==> src/hw/mod_pkg.sv <==
`default_nettype none

package mod_pkg;

  localparam int NumSegment = 2;
  localparam int SegSelW = (NumSegment > 1) ? $clog2(NumSegment) : 1;

  localparam int SysTimeW = 57;
  localparam int TimeShift = 9; // One modulation tick is 512 system ticks
  localparam int DividendW = 48;
  localparam int DivisorW = 24;
  localparam int IdxW = 16;

  localparam int DivLatency = DividendW + 1; // Input register plus one stage per quotient bit
  localparam int IdxLatency = 2 * DivLatency + 1;
  localparam int UpdateLatency = IdxLatency + 2;
  localparam int UpdateCntW = $clog2(UpdateLatency + 1);

  typedef struct packed {
    logic [IdxW-1:0] freq_div;
    logic [IdxW-1:0] cycle; // Stored as given, the period is cycle + 1
  } seg_setting_t;

  typedef seg_setting_t [NumSegment-1:0] seg_setting_arr_t;

  typedef struct packed {
    logic [DividendW-1:0] dividend;
    logic [DivisorW-1:0] divisor;
    logic valid;
  } div_in_t;

  typedef struct packed {
    logic [DividendW-1:0] quo;
    logic [DivisorW-1:0] rem;
    logic valid;
  } div_out_t;

  typedef logic [NumSegment-1:0][IdxW-1:0] idx_arr_t;
  typedef logic [SegSelW-1:0] seg_sel_t;

endpackage

`default_nettype wire

==> src/hw/mod_idx_select.sv <==
`default_nettype none

module mod_idx_select import mod_pkg::*; (
  input  logic            CLK,
  input  logic            rst_n,
  input  idx_arr_t        idx,
  input  seg_sel_t        segment_req,
  output seg_sel_t        segment,
  output logic [IdxW-1:0] idx_active
);

  seg_sel_t req_q;          // Request noted at the last edge
  logic pend;
  logic [IdxW-1:0] req_idx;
  seg_sel_t seg_next;

  assign req_idx = idx[req_q];

  // Switch only at the wrap of the requested segment so the sequence stays whole
  always_comb begin
    seg_next = segment;
    if (pend && req_idx == '0) begin
      seg_next = req_q;
    end
  end

  always_ff @(posedge CLK) begin
    if (!rst_n) begin
      segment    <= '0;
      req_q      <= '0;
      pend       <= 1'b0;
      idx_active <= '0;
    end else begin
      segment    <= seg_next;
      idx_active <= idx[seg_next]; // New segment shows from the switching edge
      req_q      <= segment_req;
      pend       <= (segment_req != seg_next);
    end
  end

  a_switch_on_wrap: assert property (
    @(posedge CLK) disable iff (!rst_n)
    $changed(segment) |-> ($past(req_idx) == '0) && (segment == $past(req_q))
  ) else $error("segment changed away from a wrap of the requested index");

endmodule

`default_nettype wire

==> config.mk <==
export PLATFORM = sky130hd
export DESIGN_NAME = mod_idx_select
export DESIGN_NICKNAME = d
export VERILOG_FILES = /design/src/hw/mod_pkg.sv /design/src/hw/mod_idx_select.sv
export SDC_FILE = /design/constraint.sdc
export NUM_CORES = 1
export LEC_CHECK = 0
export ABC_AREA = 1
export BUFFER_PORTS_ARGS = -buffer_cell sky130_fd_sc_hd__buf_4
export CAP_MARGIN = 20
export CORE_MARGIN = 2
export CORE_UTILIZATION = 47
export CTS_BUF_LIST = sky130_fd_sc_hd__clkbuf_16
export CTS_CLUSTER_SIZE = 24
export DETAILED_ROUTE_END_ITERATION = 10
export PLACE_DENSITY = 0.83
export SKIP_LAST_GASP = 1
export SLEW_MARGIN = 20
export SYNTH_ARGS = -nofsm -noshare
export SYNTH_HDL_FRONTEND = slang
export SYNTH_SLANG_ARGS = --single-unit
==> constraint.sdc <==
create_clock -name CLK -period 3.14 [get_ports CLK]
set_clock_uncertainty 0.2 [all_clocks]
set_input_delay 0.157 -clock CLK [delete_from_list [all_inputs] [get_ports CLK]]
set_output_delay 0.157 -clock CLK [all_outputs]
set_load 0.05 [all_outputs]
==> results.tsv <==
stage	metric	value	unit
status	status	finished, final reports clean	
detailed_routing	Antenna Nets Post-Route	0	
yosys	post-synth top area share	39.0	%
timing	Worst-Margin Slew	0.574	ns
yosys	Cell variety after synth	15	
setup_path	Setup crit start kind	input port	
final_layout	most common cell after layout, fill and taps aside	buf_4	
power_and_ir_drop	total power	671	uW
final_layout	share of layout cells above drive strength 1	29.0	%
final_layout	diode count	0	
power_and_ir_drop	power per cell area	424	mW/mm^2
global_route	overflow left after global routing	0	
floorplanning	I/O pin total	52	
yosys	Mapped Cells	143	
yosys	Mapped Area	975	sq um
cts	Gates resized, CTS repair	0	
setup_path	CP Capture Type	flop	
detailed_routing	Pre-Repair DR Iteration Count	4	
setup_path	kind of critical path	in2reg	
detailed_routing	routed vias/inst	4.97	
cts	Max clock buf depth	2	
final_layout	Post-Route Utilization	80.6	%
yosys	#FFs+latches synth	19	
setup_path	Worst EP required	3.08	ns
final_layout	fillcell total	137	
final_layout	nets@finish	243	
detailed_routing	final wirelength	2810	microns
floorplanning	die height	49.5	microns
final_layout	area of the multi-input gates	494	sq um
power_and_ir_drop	Leak	0.000776	uW
setup_path	worst-path fanout max	33	
floorplanning	die footprint	0.00245	sq mm
cts	clock root buffer	clkbuf_16	
cts	CTS tree	done	
timing	Max transition margin	61.7	%
final_layout	post-route cell area	0.00158	sq mm
place	# port buffers	51	
global_route	first-pass GRT wire length	4420	microns
timing	RSZ-0062 raised after global routing	no	
timing	Final Max Tran Viols	0	
timing	min Tclk post-route	2.36	ns
power_and_ir_drop	Peak VDD IR	0.328	mV
detailed_routing	drc violations	0	
min_path	min-delay worst type	in2reg	
yosys	Seq/Total Area, Yosys	39.0	%
cts	Worst-path clk slew	0.06	ns
floorplanning	Die W	49.5	microns
place	Post-DP Area	0.00133	sq mm
timing	setup TNS	0	ns
global_route	gr usage total	23.5	%
cts	# Post-CTS Setup Buffers	0	
timing	Hold WS	0.0145	ns
final_layout	FF/Latch Area	380	sq um
cts	total CTS buffers	3	
yosys	largest area contributor in the netlist	dfxtp_1	
cts	clock latency on the worst-skew pair	0.25	ns
cts	htree depth	1	
timing	# setup viols final	0	
floorplanning	Site Rows	16	
detailed_routing	DR iter-0 viols	17	
final_layout	Layout area overhead	62.3	%
place	gpl congestion	0.768	
place	dpl hpwl	1780	microns
yosys	synth warn	0	
floorplanning	core footprint	0.00196	sq mm
global_route	number of global-route vias before repair	1088	
cts	CTS Sinks	19	
yosys	Mean Syn Cell Area	6.82	sq um
timing	final period utilization	75.2	%
detailed_routing	Wirelength per Cell	12.0	microns
yosys	top cells by area, synth	dfxtp_1 39%, nor2_1 14%, nand2_1 12%, nand3b_1 10%, a21oi_1 8.2%	
floorplanning	initial core utilization	49.7	%
setup_path	crit path DAT	2.30	ns
timing	Achievable Freq	424	MHz
run	max_cap viols	0	
detailed_routing	DR vias	1163	
global_route	initial antenna violation count	0	
final_layout	most frequent cells in the layout	51 x buf_4, 37 x nor2_1, 30 x nand2_1	
global_route	largest net degree at the start of global routing	34	
cts	Hold Buf Count CTS	16	
timing	Hold Violations, Final	0	
yosys	net count after synthesis	178	
[state kept, by name, indices dropped and copies added, names as in the netlist]
name	cells
idx_active	16
pend	1
req_q	1
segment	1
[cell families after synthesis]
kind of cell	after synthesis	share of synthesized area, %
buffers and inverters	18	10.3
flip-flops	19	39.0
AND/OR/NAND/NOR	89	41.3
AO/OA/AOI/OAI	17	9.37
[stage by stage]
stage / setup slack, ns / cells
2_1_floorplan: 1.60 / 143
3_3_place_gp: 1.22 / 213
3_5_place_dp: 1.09 / 213
4_1_cts: 0.791 / 233
5_1_grt: 0.633 / 234
6_report: 0.780 / 234
[cells in the mapped netlist]
library cell / number
a21boi_2: 1
a21oi_1: 16
buf_2: 2
buf_4: 4
buf_6: 2
dfxtp_1: 19
inv_1: 9
inv_2: 1
nand2_1: 30
nand2_2: 2
nand3_1: 5
nand3_2: 1
nand3b_1: 13
nor2_1: 37
or2_1: 1
[layer usage]
| metal | vias to the layer above | track usage, % | wire length (microns) |
|---|---|---|---|
| li1 | 576 | - | - |
| met5 | - | 0 | 0 |
| met2 | 47 | 44.4 | 1550 |
| met3 | 8 | 3.64 | 144 |
| met1 | 532 | 25.1 | 1060 |
| met4 | 0 | 11.1 | 62 |
[report_power, final]
part	switching (uW)	internal, uW
sequential	4.05	254
clock	95.7	172
combinational	77.0	68.7
total	177	494
[layout make-up]
type,count,area share (%)
multi-input cells,106,31.2
well taps,27,2.14
inverters,10,2.37
flip-flops and latches,19,24.1
repair buffers,68,35.0
clock inverters,1,0.475
clock buffers,3,4.75
[critical path, stage by stage]
cell           delay [ns]
dlygate4sd3_1        0.55
buf_4                0.14
or2_1                0.22
nor2_1               0.12
nand2_1              0.07
nand2_2              0.08
nand3_2              0.46
nand2_1              0.30
nand2_1              0.08
nand2_1              0.07
nor2_1               0.04
[final timing paths]
check,start,endpoint,slack [ns],cells after the start
worst max-delay path,idx[0],pend$_SDFF_PN0_,0.78,11
worst min-delay path,idx[23],idx_active[7]$_SDFF_PN0_,0.01,4
worst max register to register,req_q$_SDFF_PN0_,pend$_SDFF_PN0_,1.04,9
worst min register to register,segment$_SDFF_PN0_,idx_active[13]$_SDFF_PN0_,0.83,4
Power figures use the tool's default switching activity.
