==> src/hw/mod_pkg.sv <==
`default_nettype none

package mod_pkg;

  localparam int NumSegment = 2;
  localparam int SegSelW = (NumSegment > 1) ? $clog2(NumSegment) : 1;

  localparam int SysTimeW = 57;
  localparam int TimeShift = 9; // One modulation tick is 512 system ticks
  localparam int DividendW = 48;
  localparam int DivisorW = 24;
  localparam int IdxW = 16;

  localparam int DivLatency = DividendW + 1; // Input register plus one stage per quotient bit
  localparam int IdxLatency = 2 * DivLatency + 1;
  localparam int UpdateLatency = IdxLatency + 2;
  localparam int UpdateCntW = $clog2(UpdateLatency + 1);

  typedef struct packed {
    logic [IdxW-1:0] freq_div;
    logic [IdxW-1:0] cycle; // Stored as given, the period is cycle + 1
  } seg_setting_t;

  typedef seg_setting_t [NumSegment-1:0] seg_setting_arr_t;

  typedef struct packed {
    logic [DividendW-1:0] dividend;
    logic [DivisorW-1:0] divisor;
    logic valid;
  } div_in_t;

  typedef struct packed {
    logic [DividendW-1:0] quo;
    logic [DivisorW-1:0] rem;
    logic valid;
  } div_out_t;

  typedef logic [NumSegment-1:0][IdxW-1:0] idx_arr_t;
  typedef logic [SegSelW-1:0] seg_sel_t;

endpackage

`default_nettype wire

==> src/hw/mod_settings.sv <==
`default_nettype none

module mod_settings import mod_pkg::*; (
  input  logic             CLK,
  input  logic             rst_n,
  input  logic             update_in,
  input  seg_setting_arr_t settings_in,
  output seg_setting_arr_t settings,
  output logic             update_out
);

  typedef enum logic {
    IDLE,
    LOAD
  } state_t;

  state_t state;
  logic [UpdateCntW-1:0] cnt;

  // Settings come out of reset as zero so the index pipelines settle to 0
  always_ff @(posedge CLK) begin
    if (!rst_n) begin
      state      <= IDLE;
      cnt        <= '0;
      update_out <= 1'b0;
      settings   <= '0;
    end else begin
      update_out <= 1'b0;
      case (state)
        IDLE: begin
          cnt <= '0;
          if (update_in) begin
            settings <= settings_in;
            state    <= LOAD;
          end
        end
        LOAD: begin
          // Strobes seen here are dropped
          cnt <= cnt + 1'b1;
          if (cnt == UpdateCntW'(UpdateLatency - 2)) begin
            update_out <= 1'b1; // Every pipeline now runs on the new settings
            state      <= IDLE;
          end
        end
        default: begin
          state <= IDLE;
        end
      endcase
    end
  end

  // The pulse ends the load, so a second pulse needs a fresh accepted strobe
  a_update_single: assert property (
    @(posedge CLK) disable iff (!rst_n)
    update_out |=> !update_out
  ) else $error("update_out high in two consecutive cycles");

  a_update_spacing: assert property (
    @(posedge CLK) disable iff (!rst_n)
    (state == IDLE && update_in) |-> ##UpdateLatency update_out
  ) else $error("update_out missing after accepted update");

endmodule

`default_nettype wire

==> config.mk <==
export PLATFORM = sky130hd
export DESIGN_NAME = mod_settings
export DESIGN_NICKNAME = d
export VERILOG_FILES = /design/src/hw/mod_pkg.sv /design/src/hw/mod_settings.sv
export SDC_FILE = /design/constraint.sdc
export NUM_CORES = 1
export LEC_CHECK = 0
export BUFFER_PORTS_ARGS = -buffer_cell sky130_fd_sc_hd__buf_2
export CAP_MARGIN = 20
export CORE_ASPECT_RATIO = 1.1
export CORE_MARGIN = 4
export CORE_UTILIZATION = 46
export CTS_CLUSTER_DIAMETER = 200
export CTS_CLUSTER_SIZE = 30
export DETAILED_ROUTE_END_ITERATION = 10
export GPL_TIMING_DRIVEN = 0
export PLACE_DENSITY = 0.77
export SLEW_MARGIN = 20
export SYNTH_ARGS = -nofsm -noshare
export SYNTH_HDL_FRONTEND = slang
export SYNTH_SLANG_ARGS = --single-unit
==> constraint.sdc <==
create_clock -name CLK -period 1.3 [get_ports CLK]
set_input_delay 0.13 -clock CLK [delete_from_list [all_inputs] [get_ports CLK]]
set_output_delay 0.13 -clock CLK [all_outputs]
set_load 0.02 [all_outputs]
==> results of run 1 <==
critical path, stage by stage, from the launching register on:
cell                      delay (ps)
sky130_fd_sc_hd__dfxtp_1         370
sky130_fd_sc_hd__ha_2            230
sky130_fd_sc_hd__nand2_1          90
sky130_fd_sc_hd__or3_1           330
sky130_fd_sc_hd__a21oi_2         130
stage by stage:
stage / hold WS (ps) / std cells / setup WS [ps]
6_report: 18.22 / 536 / 99.24
5_1_grt: 10.61 / 536 / -2.325
4_1_cts: 8.314 / 536 / 70.74
3_5_place_dp: 374.5 / 520 / 70.63
3_3_place_gp: 370.0 / 520 / 90.18
2_1_floorplan: 264.9 / 313 / 154.9
flip-flops by register name, indices dropped and copies added, names as in the netlist:
signal and cells:
cnt 7, settings 64, state 1, update_out 1
cell usage after synthesis (all sizes together) (2+ instances only):
cell type	instances
nand2	131
dfxtp	73
a21boi	64
buf	15
clkbuf	6
nor2	4
nand3	3
o21ai	3
a21oi	2
or3	2
xor2	2
worst min path at each step:
stage               slack [ps]      endpoint       startpoint  depth (start not counted)
finish                      20   settings[1]   settings_in[1]                          3
global route                10  settings[53]  settings_in[53]                          3
CTS                          8  settings[53]  settings_in[53]                          3
detailed placement         370   settings[1]   settings_in[1]                          3
global placement           370  settings[60]  settings_in[60]                          3
floorplan                  260   settings[0]   settings_in[0]                          2
logic make-up (layout without fill, tap and decap cells):
family	Yosys count	count (layout)	synth area share
AO/OA/AOI/OAI	70	70	0.1893
XOR/XNOR	3	3	0.009604
flip-flops	73	73	0.5341
AND/OR/NAND/NOR	145	145	0.2099
buffers and inverters	21	167	0.05258
adder cells (fa/ha/maj)	1	1	0.004572
layout make-up:
class,instances,area share
buffer,21,0.03933
multi-input combinational,219,0.3099
sequential,73,0.3995
clock inverter,5,0.008550
timing repair buffer,130,0.1778
clock buffer,11,0.03865
tap,77,0.02633
report_power, final:
group	total, uW	internal, uW	switching (uW)
Sequential	2410	2350	55.1
Combinational	673	284	390
Clock	1540	738	798
Total	4620	3370	1240
repair_timing:
item,CTS,global route
setup endpoints to repair,0,1
endpoints found under the hold margin,0,0
gates resized for setup,0,1
routing by layer:
layer | track usage | vias to the layer above
met4 | 0.09063 | 0
met5 | 0 | -
met2 | 0.3126 | 73
met1 | 0.2001 | 1115
met3 | 0.04234 | 12
li1 | - | 1293
==> metrics.txt, run 1 <==
# TYPE chip_impl_metric gauge
chip_impl_metric{name="critPathArrivalTime",unit="ps"} 1470
chip_impl_metric{name="ff_latch_area",unit="um2"} 1461
chip_impl_metric{name="ys_warn_count",unit=""} 0
chip_impl_info{name="yosys_most_used_dff",value="sky130_fd_sc_hd__dfxtp_1"} 1
chip_impl_metric{name="ys_ff_latch",unit=""} 73
chip_impl_metric{name="cts-root-to-sink-buffers",unit=""} 2
chip_impl_metric{name="grt_use_total",unit=""} 0.1780
chip_impl_metric{name="tritoncts.num_buffers",unit=""} 9
chip_impl_metric{name="fp.dieArea",unit="um2"} 7248
chip_impl_metric{name="largest_voltage_drop_on_the_vdd_net",unit="V"} 0.0006332
chip_impl_info{name="rr_endpoint",value="cnt[6]"} 1
chip_impl_info{name="outcome",value="complete, no violations"} 1
chip_impl_info{name="clock-root-buffer",value="sky130_fd_sc_hd__clkbuf_8"} 1
chip_impl_info{name="setup.worst_path.class",value="reg2reg"} 1
chip_impl_metric{name="post-dp-hpwl",unit="mm"} 4.959
chip_impl_metric{name="postLayoutCoreUtil",unit=""} 0.6341
chip_impl_metric{name="routed-wl-met2",unit="mm"} 3.255
chip_impl_metric{name="detailed_place.area",unit="um2"} 3483
chip_impl_info{name="layout_commonest_cell",value="sky130_fd_sc_hd__buf_2"} 1
chip_impl_info{name="worstSetupStartpointType",value="flop"} 1
chip_impl_metric{name="transition_time_at_the_pin_with_the_least_slew_margin",unit="ps"} 381.1
chip_impl_metric{name="syn_area_per_cell",unit="um2"} 8.742
chip_impl_metric{name="fin_crit_sh",unit=""} 0.9237
chip_impl_metric{name="critical_path_maximum_fanout",unit=""} 4
chip_impl_info{name="synth.largest_area_cell",value="sky130_fd_sc_hd__dfxtp_1"} 1
chip_impl_info{name="top_layer",value="met4"} 1
chip_impl_metric{name="grt_max_degree",unit=""} 13
chip_impl_metric{name="wl_met1",unit="mm"} 2.578
chip_impl_info{name="cts_tree",value="built"} 1
chip_impl_metric{name="path_clk_slew",unit="ps"} 80
chip_impl_metric{name="clock_insertion_delay_worst_skew",unit="ps"} 340
chip_impl_metric{name="avgRoutedWirePerCell",unit="um"} 12.01
chip_impl_metric{name="post-cts-setup-buffer-count",unit=""} 0
chip_impl_info{name="synth_area_leaders",value="sky130_fd_sc_hd__dfxtp_1, sky130_fd_sc_hd__nand2_1, sky130_fd_sc_hd__a21boi_1, sky130_fd_sc_hd__buf_6, sky130_fd_sc_hd__buf_2"} 1
chip_impl_metric{name="design.portCount",unit=""} 132
chip_impl_metric{name="multi_input_comb_area",unit="um2"} 1134
chip_impl_metric{name="post_cts_hold_buffer_count",unit=""} 0
chip_impl_metric{name="hold_violations",unit=""} 0
chip_impl_metric{name="postSynthCellCount",unit=""} 313
chip_impl_metric{name="drt-total-wl",unit="mm"} 6.440
chip_impl_metric{name="clock-skew-final",unit="ps"} 8.524
chip_impl_metric{name="cap_violations",unit=""} 0
chip_impl_metric{name="die_h",unit="um"} 88.89
chip_impl_metric{name="slew_headroom",unit=""} 0.7424
chip_impl_metric{name="layout-drive-gt1-share",unit=""} 0.3551
chip_impl_metric{name="period_needed",unit="ps"} 1201
chip_impl_metric{name="gp_congestion",unit=""} 0.7694
chip_impl_metric{name="antenna-diode-count",unit=""} 0
chip_impl_metric{name="drt_drc_violations_left",unit=""} 0
chip_impl_info{name="layout_common_cells",value="sky130_fd_sc_hd__buf_2, sky130_fd_sc_hd__nand2_1, sky130_fd_sc_hd__dfxtp_1"} 1
chip_impl_metric{name="finalSetupViolations",unit=""} 0
chip_impl_metric{name="drt-vias-per-instance",unit=""} 4.651
chip_impl_metric{name="grt_overflow",unit=""} 0
chip_impl_metric{name="timing.final.max_slew_violations",unit=""} 0
chip_impl_metric{name="synth_nets",unit=""} 381
chip_impl_metric{name="fmaxAchievable",unit="MHz"} 832.8
chip_impl_metric{name="ff2ff_path_depth",unit=""} 4
chip_impl_metric{name="power.leakage",unit="uW"} 0.001738
chip_impl_metric{name="fin_setup_tns",unit="ps"} 0
chip_impl_metric{name="wl_met3",unit="um"} 484
chip_impl_metric{name="core_area",unit="um2"} 5769
chip_impl_metric{name="total_power",unit="uW"} 4617
chip_impl_metric{name="area_delta_synth_final",unit="%"} 33.70
chip_impl_metric{name="cellPowerDensity",unit="nW/um2"} 1262
chip_impl_metric{name="antenna_violating_nets_post_route",unit=""} 0
chip_impl_metric{name="cts_num_sinks",unit=""} 73
chip_impl_metric{name="sequential_to_total_area_share_from_yosys_stat",unit=""} 0.5341
chip_impl_metric{name="finish.instance_area",unit="um2"} 3659
chip_impl_metric{name="dr_iter_0_viols",unit=""} 86
chip_impl_metric{name="floorplan.initialDensity",unit=""} 0.4743
chip_impl_metric{name="ys_types",unit=""} 24
chip_impl_metric{name="required",unit="ps"} 1570
chip_impl_metric{name="vias",unit=""} 2493
chip_impl_info{name="endpoint",value="cnt[6]"} 1
chip_impl_info{name="r2r_start",value="cnt[0]"} 1
chip_impl_info{name="hold_removal_path_class",value="in2reg"} 1
chip_impl_metric{name="grt_antenna_before_repair",unit=""} 0
chip_impl_metric{name="netlist.area_leader.share",unit=""} 0.5341
chip_impl_metric{name="synth_enable_flop_cells",unit=""} 0
chip_impl_metric{name="die_w",unit="um"} 81.54
chip_impl_metric{name="nNetsFinal",unit=""} 522
chip_impl_metric{name="placementRows",unit=""} 29
chip_impl_metric{name="timing.reg2reg.setup_slack",unit="ps"} 100
chip_impl_metric{name="port_buffers",unit=""} 130
chip_impl_info{name="worstSetupEndpointType",value="flop"} 1
chip_impl_metric{name="fillerInstances",unit=""} 543
chip_impl_info{name="startpoint",value="cnt[0]"} 1
chip_impl_metric{name="async_flop_share",unit=""} 0
chip_impl_metric{name="number_of_global_route_vias_before_repair",unit=""} 2239
chip_impl_metric{name="ctsHtreeMaxLevel",unit=""} 3
chip_impl_metric{name="syn_std_cell_area",unit="um2"} 2736
chip_impl_metric{name="grt_pass1_wl",unit="mm"} 9.798
chip_impl_metric{name="drtPass1Iterations",unit=""} 4
No activity file was read; power rests on OpenSTA's default activity.
==> run 2: changes to the inputs <==
--- a/config.mk
+++ b/config.mk
@@ -9,12 +9,12 @@
 export CAP_MARGIN = 20
 export CORE_ASPECT_RATIO = 1.1
 export CORE_MARGIN = 4
-export CORE_UTILIZATION = 46
+export CORE_UTILIZATION = 49
 export CTS_CLUSTER_DIAMETER = 200
 export CTS_CLUSTER_SIZE = 30
 export DETAILED_ROUTE_END_ITERATION = 10
 export GPL_TIMING_DRIVEN = 0
-export PLACE_DENSITY = 0.77
+export PLACE_DENSITY = 0.81
 export SLEW_MARGIN = 20
 export SYNTH_ARGS = -nofsm -noshare
 export SYNTH_HDL_FRONTEND = slang
==> constraint.sdc (replaced) <==
create_clock -name CLK -period 1.4 [get_ports CLK]
set_input_delay 0.14 -clock CLK [delete_from_list [all_inputs] [get_ports CLK]]
set_output_delay 0.14 -clock CLK [all_outputs]
set_load 0.02 [all_outputs]
==> run 2 against run 1 <==
Core utilization is 5.0 points higher. Sequential share of layout area is 0.33 points lower. Count of clock-buffer cells in the layout is 3 higher. Clock power is 8% higher. Wire length is 1.1% higher. First-iteration DRC count is 26% higher. Via count is 1.8% higher. Final cell count is 0.37% lower. Critical path type unchanged.
==> metrics.txt, run 2 (synthesized netlist as in run 1, its figures left out) <==
# TYPE chip_impl_metric gauge
chip_impl_metric{name="cts_num_sinks",unit=""} 73
chip_impl_info{name="outcome",value="complete, no violations"} 1
chip_impl_metric{name="critPathArrivalTime",unit="ps"} 1510
chip_impl_metric{name="grt_max_degree",unit=""} 12
chip_impl_metric{name="required",unit="ps"} 1670
chip_impl_metric{name="slew_headroom",unit=""} 0.7441
chip_impl_info{name="hold_removal_path_class",value="in2reg"} 1
chip_impl_metric{name="min_path_cells",unit=""} 3
chip_impl_metric{name="largest_voltage_drop_on_the_vdd_net",unit="V"} 0.0008027
chip_impl_metric{name="drt-total-wl",unit="mm"} 6.512
chip_impl_info{name="layout_common_cells",value="sky130_fd_sc_hd__buf_2, sky130_fd_sc_hd__nand2_1, sky130_fd_sc_hd__dfxtp_1"} 1
chip_impl_metric{name="floorplan.initialDensity",unit=""} 0.5072
chip_impl_metric{name="cap_violations",unit=""} 0
chip_impl_info{name="worstSetupStartpointType",value="flop"} 1
chip_impl_metric{name="fin_crit_sh",unit=""} 0.8846
chip_impl_metric{name="nNetsFinal",unit=""} 522
chip_impl_metric{name="tritoncts.num_buffers",unit=""} 9
chip_impl_metric{name="avgRoutedWirePerCell",unit="um"} 12.19
chip_impl_metric{name="die_h",unit="um"} 86.38
chip_impl_metric{name="finish.instance_area",unit="um2"} 3689
chip_impl_metric{name="drt-vias-per-instance",unit=""} 4.755
chip_impl_metric{name="ff2ff_path_depth",unit=""} 4
chip_impl_metric{name="path_clk_slew",unit="ps"} 70
chip_impl_metric{name="design.portCount",unit=""} 132
chip_impl_info{name="cts_tree",value="built"} 1
chip_impl_metric{name="drtPass1Iterations",unit=""} 4
chip_impl_metric{name="grt_overflow",unit=""} 0
chip_impl_info{name="worstSetupEndpointType",value="flop"} 1
chip_impl_metric{name="gp_congestion",unit=""} 0.7877
chip_impl_metric{name="drt_drc_violations_left",unit=""} 0
chip_impl_metric{name="power.leakage",unit="uW"} 0.001758
chip_impl_metric{name="grt_use_total",unit=""} 0.2014
chip_impl_metric{name="die_w",unit="um"} 79.25
chip_impl_metric{name="critical_path_maximum_fanout",unit=""} 4
chip_impl_info{name="top_regs",value="settings x64, cnt x7"} 1
chip_impl_metric{name="transition_time_at_the_pin_with_the_least_slew_margin",unit="ps"} 378.5
chip_impl_metric{name="fmaxAchievable",unit="MHz"} 807.5
chip_impl_metric{name="total_power",unit="uW"} 4543
chip_impl_metric{name="grt_pass1_wl",unit="mm"} 10.92
chip_impl_metric{name="post_cts_resize_count",unit=""} 0
chip_impl_metric{name="area_delta_synth_final",unit="%"} 34.80
chip_impl_metric{name="finalSetupViolations",unit=""} 0
chip_impl_metric{name="cellPowerDensity",unit="nW/um2"} 1232
chip_impl_metric{name="largest_register_ffs",unit=""} 64
chip_impl_info{name="rsz_0062_raised_after_global_routing",value="no"} 1
chip_impl_info{name="largest_register_by_flop_count",value="settings"} 1
chip_impl_metric{name="core_area",unit="um2"} 5395
chip_impl_metric{name="post-dp-hpwl",unit="mm"} 4.937
chip_impl_metric{name="antenna-diode-count",unit=""} 0
chip_impl_metric{name="vias",unit=""} 2539
chip_impl_metric{name="detailed_place.area",unit="um2"} 3481
chip_impl_metric{name="post-cts-setup-buffer-count",unit=""} 0
chip_impl_metric{name="port_buffers",unit=""} 130
chip_impl_metric{name="cts-root-to-sink-buffers",unit=""} 2
chip_impl_metric{name="layout-drive-gt1-share",unit=""} 0.3508
chip_impl_info{name="clock-root-buffer",value="sky130_fd_sc_hd__clkbuf_8"} 1
chip_impl_metric{name="post_cts_hold_buffer_count",unit=""} 0
chip_impl_metric{name="placementRows",unit=""} 28
chip_impl_metric{name="clock_insertion_delay_worst_skew",unit="ps"} 330
chip_impl_metric{name="dr_iter_0_viols",unit=""} 108
chip_impl_info{name="layout_commonest_cell",value="sky130_fd_sc_hd__buf_2"} 1
chip_impl_metric{name="period_needed",unit="ps"} 1238
chip_impl_info{name="setup.worst_path.class",value="reg2reg"} 1
chip_impl_metric{name="grt_antenna_before_repair",unit=""} 0
chip_impl_metric{name="clock-skew-final",unit="ps"} 6.317
chip_impl_metric{name="fin_setup_tns",unit="ps"} 0
chip_impl_metric{name="fillerInstances",unit=""} 472
chip_impl_metric{name="hold_violations",unit=""} 0
chip_impl_metric{name="number_of_global_route_vias_before_repair",unit=""} 2511
chip_impl_metric{name="antenna_violating_nets_post_route",unit=""} 0
chip_impl_metric{name="fp.dieArea",unit="um2"} 6845
chip_impl_metric{name="timing.final.max_slew_violations",unit=""} 0
chip_impl_metric{name="ctsHtreeMaxLevel",unit=""} 3
chip_impl_metric{name="postLayoutCoreUtil",unit=""} 0.6837
[run 2: cell count changes in the layout (fill, tap and decap cells not counted), sizes merged]
| cell | before | now |
|---|---|---|
| bufinv | 0 | 1 |
| clkbuf | 17 | 20 |
| clkinv | 4 | 1 |
| clkinvlp | 1 | 0 |
[run 2: metal layers]
| layer | wire, um | part of all wire | GRT usage | vias to the layer above |
|---|---|---|---|---|
| met5 | 0 | 0 | 0 | - |
| met4 | 131 | 0.020 | 0.09219 | 0 |
| met3 | 577 | 0.089 | 0.07484 | 13 |
| met2 | 3087 | 0.47 | 0.3331 | 101 |
| met1 | 2716 | 0.42 | 0.2316 | 1124 |
| li1 | - | - | - | 1301 |
[run 2: final timing paths]
path	from	endpoint	slack, ps
min reg2reg	settings[13]	settings[13]	450
max reg2reg	cnt[0]	cnt[6]	160
min	settings_in[36]	settings[36]	40
max	cnt[0]	cnt[6]	160
[run 2: final cells by class]
class,instances,area [um2],area share
Buffer,21,143.9,0.03901
Clock buffer,14,172.7,0.04681
Clock inverter,2,35.03,0.009498
Multi-Input combinational cell,219,1131,0.3066
Sequential cell,73,1461,0.3962
Tap cell,75,93.84,0.02544
Timing Repair Buffer,130,650.6,0.1764
[run 2: power breakdown]
group          total, uW  internal, uW  switching, uW
logic                631           263            367
clock network       1670           969            705
registers           2240          2180           52.9
[run 2: worst max-delay path, cell delays in order (launching register included)]
cell,delay (ps)
sky130_fd_sc_hd__dfxtp_1,370
sky130_fd_sc_hd__ha_1,250
sky130_fd_sc_hd__nand2_1,100
sky130_fd_sc_hd__or3_1,330
sky130_fd_sc_hd__a21oi_2,130
[run 2: per-stage QoR]
step	cells	setup slack (ps)	hold slack, ps
after CTS	534	164.6	18.93
after global routing	534	69.55	20.26
after floorplan	313	254.9	274.9
final	534	161.6	36.74
after detailed placement	518	180.1	384.5
after global placement	518	192.2	378.7
==> run 3: changes to the inputs <==
--- a/config.mk
+++ b/config.mk
@@ -15,6 +15,7 @@
 export DETAILED_ROUTE_END_ITERATION = 10
 export GPL_TIMING_DRIVEN = 0
 export PLACE_DENSITY = 0.81
+export RECOVER_POWER = 50
 export SLEW_MARGIN = 20
 export SYNTH_ARGS = -nofsm -noshare
 export SYNTH_HDL_FRONTEND = slang
==> run 3 against run 2 <==
Sequential cell count unchanged. First-iteration DRC count decreased by 11%. Register-to-register slack about the same. Via count increased by 0.32%. Clock skew about the same. Final area decreased by 2.2%. Count of clock-buffer cells in the layout unchanged. Global-route usage unchanged. Critical path depth unchanged. Die area unchanged. Final cell count unchanged.
==> metrics.txt, run 3 (synthesized netlist as in run 1, its figures left out) <==
# TYPE chip_impl_metric gauge
chip_impl_info{name="outcome",value="complete, no violations"} 1
chip_impl_metric{name="transition_time_at_the_pin_with_the_least_slew_margin",unit="ps"} 378.7
chip_impl_metric{name="port_buffers",unit=""} 130
chip_impl_metric{name="clock_insertion_delay_worst_skew",unit="ps"} 340
chip_impl_info{name="setup.worst_path.class",value="reg2reg"} 1
chip_impl_metric{name="area_delta_synth_final",unit="%"} 31.87
chip_impl_metric{name="finish.instance_area",unit="um2"} 3608
chip_impl_metric{name="drt-vias-per-instance",unit=""} 4.770
chip_impl_metric{name="core_area",unit="um2"} 5395
chip_impl_metric{name="slew_headroom",unit=""} 0.7440
chip_impl_metric{name="ff_latch_area",unit="um2"} 1461
chip_impl_metric{name="post-dp-hpwl",unit="mm"} 4.937
chip_impl_metric{name="floorplan.initialDensity",unit=""} 0.5072
chip_impl_metric{name="timing.final.max_slew_violations",unit=""} 0
chip_impl_metric{name="fillerInstances",unit=""} 512
chip_impl_metric{name="period_needed",unit="ps"} 1239
chip_impl_metric{name="cap_violations",unit=""} 0
chip_impl_metric{name="p_int",unit="uW"} 3389
chip_impl_metric{name="drt-total-wl",unit="mm"} 6.548
chip_impl_metric{name="gp_congestion",unit=""} 0.7877
chip_impl_metric{name="vias",unit=""} 2547
chip_impl_metric{name="grt_max_degree",unit=""} 12
chip_impl_metric{name="fp.dieArea",unit="um2"} 6845
chip_impl_metric{name="fin_setup_tns",unit="ps"} 0
chip_impl_info{name="worstSetupStartpointType",value="flop"} 1
chip_impl_metric{name="critPathArrivalTime",unit="ps"} 1510
chip_impl_metric{name="antenna_violating_nets_post_route",unit=""} 0
chip_impl_metric{name="drt_drc_violations_left",unit=""} 0
chip_impl_info{name="layout_common_cells",value="sky130_fd_sc_hd__nand2_1, sky130_fd_sc_hd__buf_2, sky130_fd_sc_hd__dfxtp_1"} 1
chip_impl_metric{name="detailed_place.area",unit="um2"} 3481
chip_impl_metric{name="clock-skew-final",unit="ps"} 5.866
chip_impl_metric{name="design.portCount",unit=""} 132
chip_impl_metric{name="power_frac_comb",unit=""} 0.134
chip_impl_info{name="cts_tree",value="built"} 1
chip_impl_metric{name="tritoncts.num_buffers",unit=""} 9
chip_impl_metric{name="switching_share",unit=""} 0.2501
chip_impl_info{name="worstSetupEndpointType",value="flop"} 1
chip_impl_metric{name="die_w",unit="um"} 79.25
chip_impl_metric{name="die_h",unit="um"} 86.38
chip_impl_metric{name="fin_crit_sh",unit=""} 0.8846
chip_impl_info{name="top_regs",value="settings x64, cnt x7"} 1
chip_impl_metric{name="antenna-diode-count",unit=""} 0
chip_impl_metric{name="grt_pass1_wl",unit="mm"} 10.92
chip_impl_metric{name="cts-root-to-sink-buffers",unit=""} 2
chip_impl_metric{name="required",unit="ps"} 1670
chip_impl_metric{name="ctsHtreeMaxLevel",unit=""} 3
chip_impl_info{name="largest_register_by_flop_count",value="settings"} 1
chip_impl_metric{name="avgRoutedWirePerCell",unit="um"} 12.26
chip_impl_metric{name="cellPowerDensity",unit="nW/um2"} 1252
chip_impl_metric{name="critical_path_maximum_fanout",unit=""} 4
chip_impl_metric{name="dr_iter_0_viols",unit=""} 96
chip_impl_metric{name="grt_use_total",unit=""} 0.2014
chip_impl_metric{name="post_cts_hold_buffer_count",unit=""} 0
chip_impl_metric{name="post_cts_resize_count",unit=""} 0
chip_impl_metric{name="layout-drive-gt1-share",unit=""} 0.2113
chip_impl_metric{name="number_of_global_route_vias_before_repair",unit=""} 2511
chip_impl_info{name="layout_commonest_cell",value="sky130_fd_sc_hd__nand2_1"} 1
chip_impl_metric{name="finalSetupViolations",unit=""} 0
chip_impl_metric{name="netSwitchingPower",unit="uW"} 1130
chip_impl_metric{name="largest_register_ffs",unit=""} 64
chip_impl_metric{name="power.leakage",unit="uW"} 0.001500
chip_impl_metric{name="hold_violations",unit=""} 0
chip_impl_metric{name="largest_voltage_drop_on_the_vdd_net",unit="V"} 0.0008054
chip_impl_info{name="clock-root-buffer",value="sky130_fd_sc_hd__clkbuf_8"} 1
chip_impl_metric{name="grt_overflow",unit=""} 0
chip_impl_metric{name="cts_num_sinks",unit=""} 73
chip_impl_metric{name="power.clock.fraction",unit=""} 0.371
chip_impl_metric{name="drtPass1Iterations",unit=""} 4
chip_impl_metric{name="path_clk_slew",unit="ps"} 70
chip_impl_metric{name="nNetsFinal",unit=""} 522
chip_impl_metric{name="fmaxAchievable",unit="MHz"} 807.4
chip_impl_info{name="hold_removal_path_class",value="in2reg"} 1
chip_impl_metric{name="post-cts-setup-buffer-count",unit=""} 0
chip_impl_metric{name="seq_power_share",unit=""} 0.496
chip_impl_metric{name="grt_antenna_before_repair",unit=""} 0
chip_impl_metric{name="multi_input_comb_area",unit="um2"} 1131
chip_impl_metric{name="placementRows",unit=""} 28
chip_impl_info{name="rsz_0062_raised_after_global_routing",value="no"} 1
-- run 3: cell type report --
class / instances / share of cell area
flip-flops and latches: 73 / 0.4050
multi-input cells: 219 / 0.3135
repair buffers: 130 / 0.1581
clock buffers: 14 / 0.04785
plain buffers: 21 / 0.03988
well taps: 75 / 0.02601
clock inverters: 2 / 0.009709
-- run 3: metal layers --
metal | wire [um] | track usage | share of wire
met3 | 555 | 0.07484 | 0.085
met1 | 2804 | 0.2316 | 0.43
met5 | 0 | 0 | 0
met4 | 131 | 0.09219 | 0.020
met2 | 3057 | 0.3331 | 0.47
-- run 3: through the flow --
step | power, uW | utilization | setup WS (ps) | cells | hold slack, ps
2_1_floorplan | 2663 | - | 254.9 | 313 | 274.9
3_3_place_gp | 2906 | 0.6452 | 192.2 | 518 | 378.7
3_5_place_dp | 2924 | 0.6452 | 180.1 | 518 | 384.5
4_1_cts | 4599 | 0.6837 | 164.6 | 534 | 18.93
5_1_grt | 4757 | 0.6688 | 69.55 | 534 | 20.26
6_report | 4519 | 0.6688 | 161.5 | 534 | 34.34
-- run 3: worst max-delay path, cell delays in order, from the launching register on --
cell and delay (ps):
sky130_fd_sc_hd__dfxtp_1 370, sky130_fd_sc_hd__ha_1 250, sky130_fd_sc_hd__nand2_1 100, sky130_fd_sc_hd__or3_1 330
sky130_fd_sc_hd__a21oi_2 130
-- run 3: worst paths after layout --
path / start / to / slack, ps / cells after the start
setup reg to reg: cnt[0] / cnt[6] / 160 / 4
setup / recovery: cnt[0] / cnt[6] / 160 / 4
hold / removal: settings_in[36] / settings[36] / 30 / 3
hold reg to reg: settings[33] / settings[33] / 450 / 2
-- run 3: power by group through the flow --
stage | Clock (uW) | Combinational (uW) | Sequential, uW
after floorplan | 0 | 252 | 2410
after global placement | 0 | 626 | 2280
after detailed placement | 0 | 639 | 2290
after CTS | 1720 | 641 | 2240
after global routing | 1830 | 670 | 2250
final | 1670 | 604 | 2240
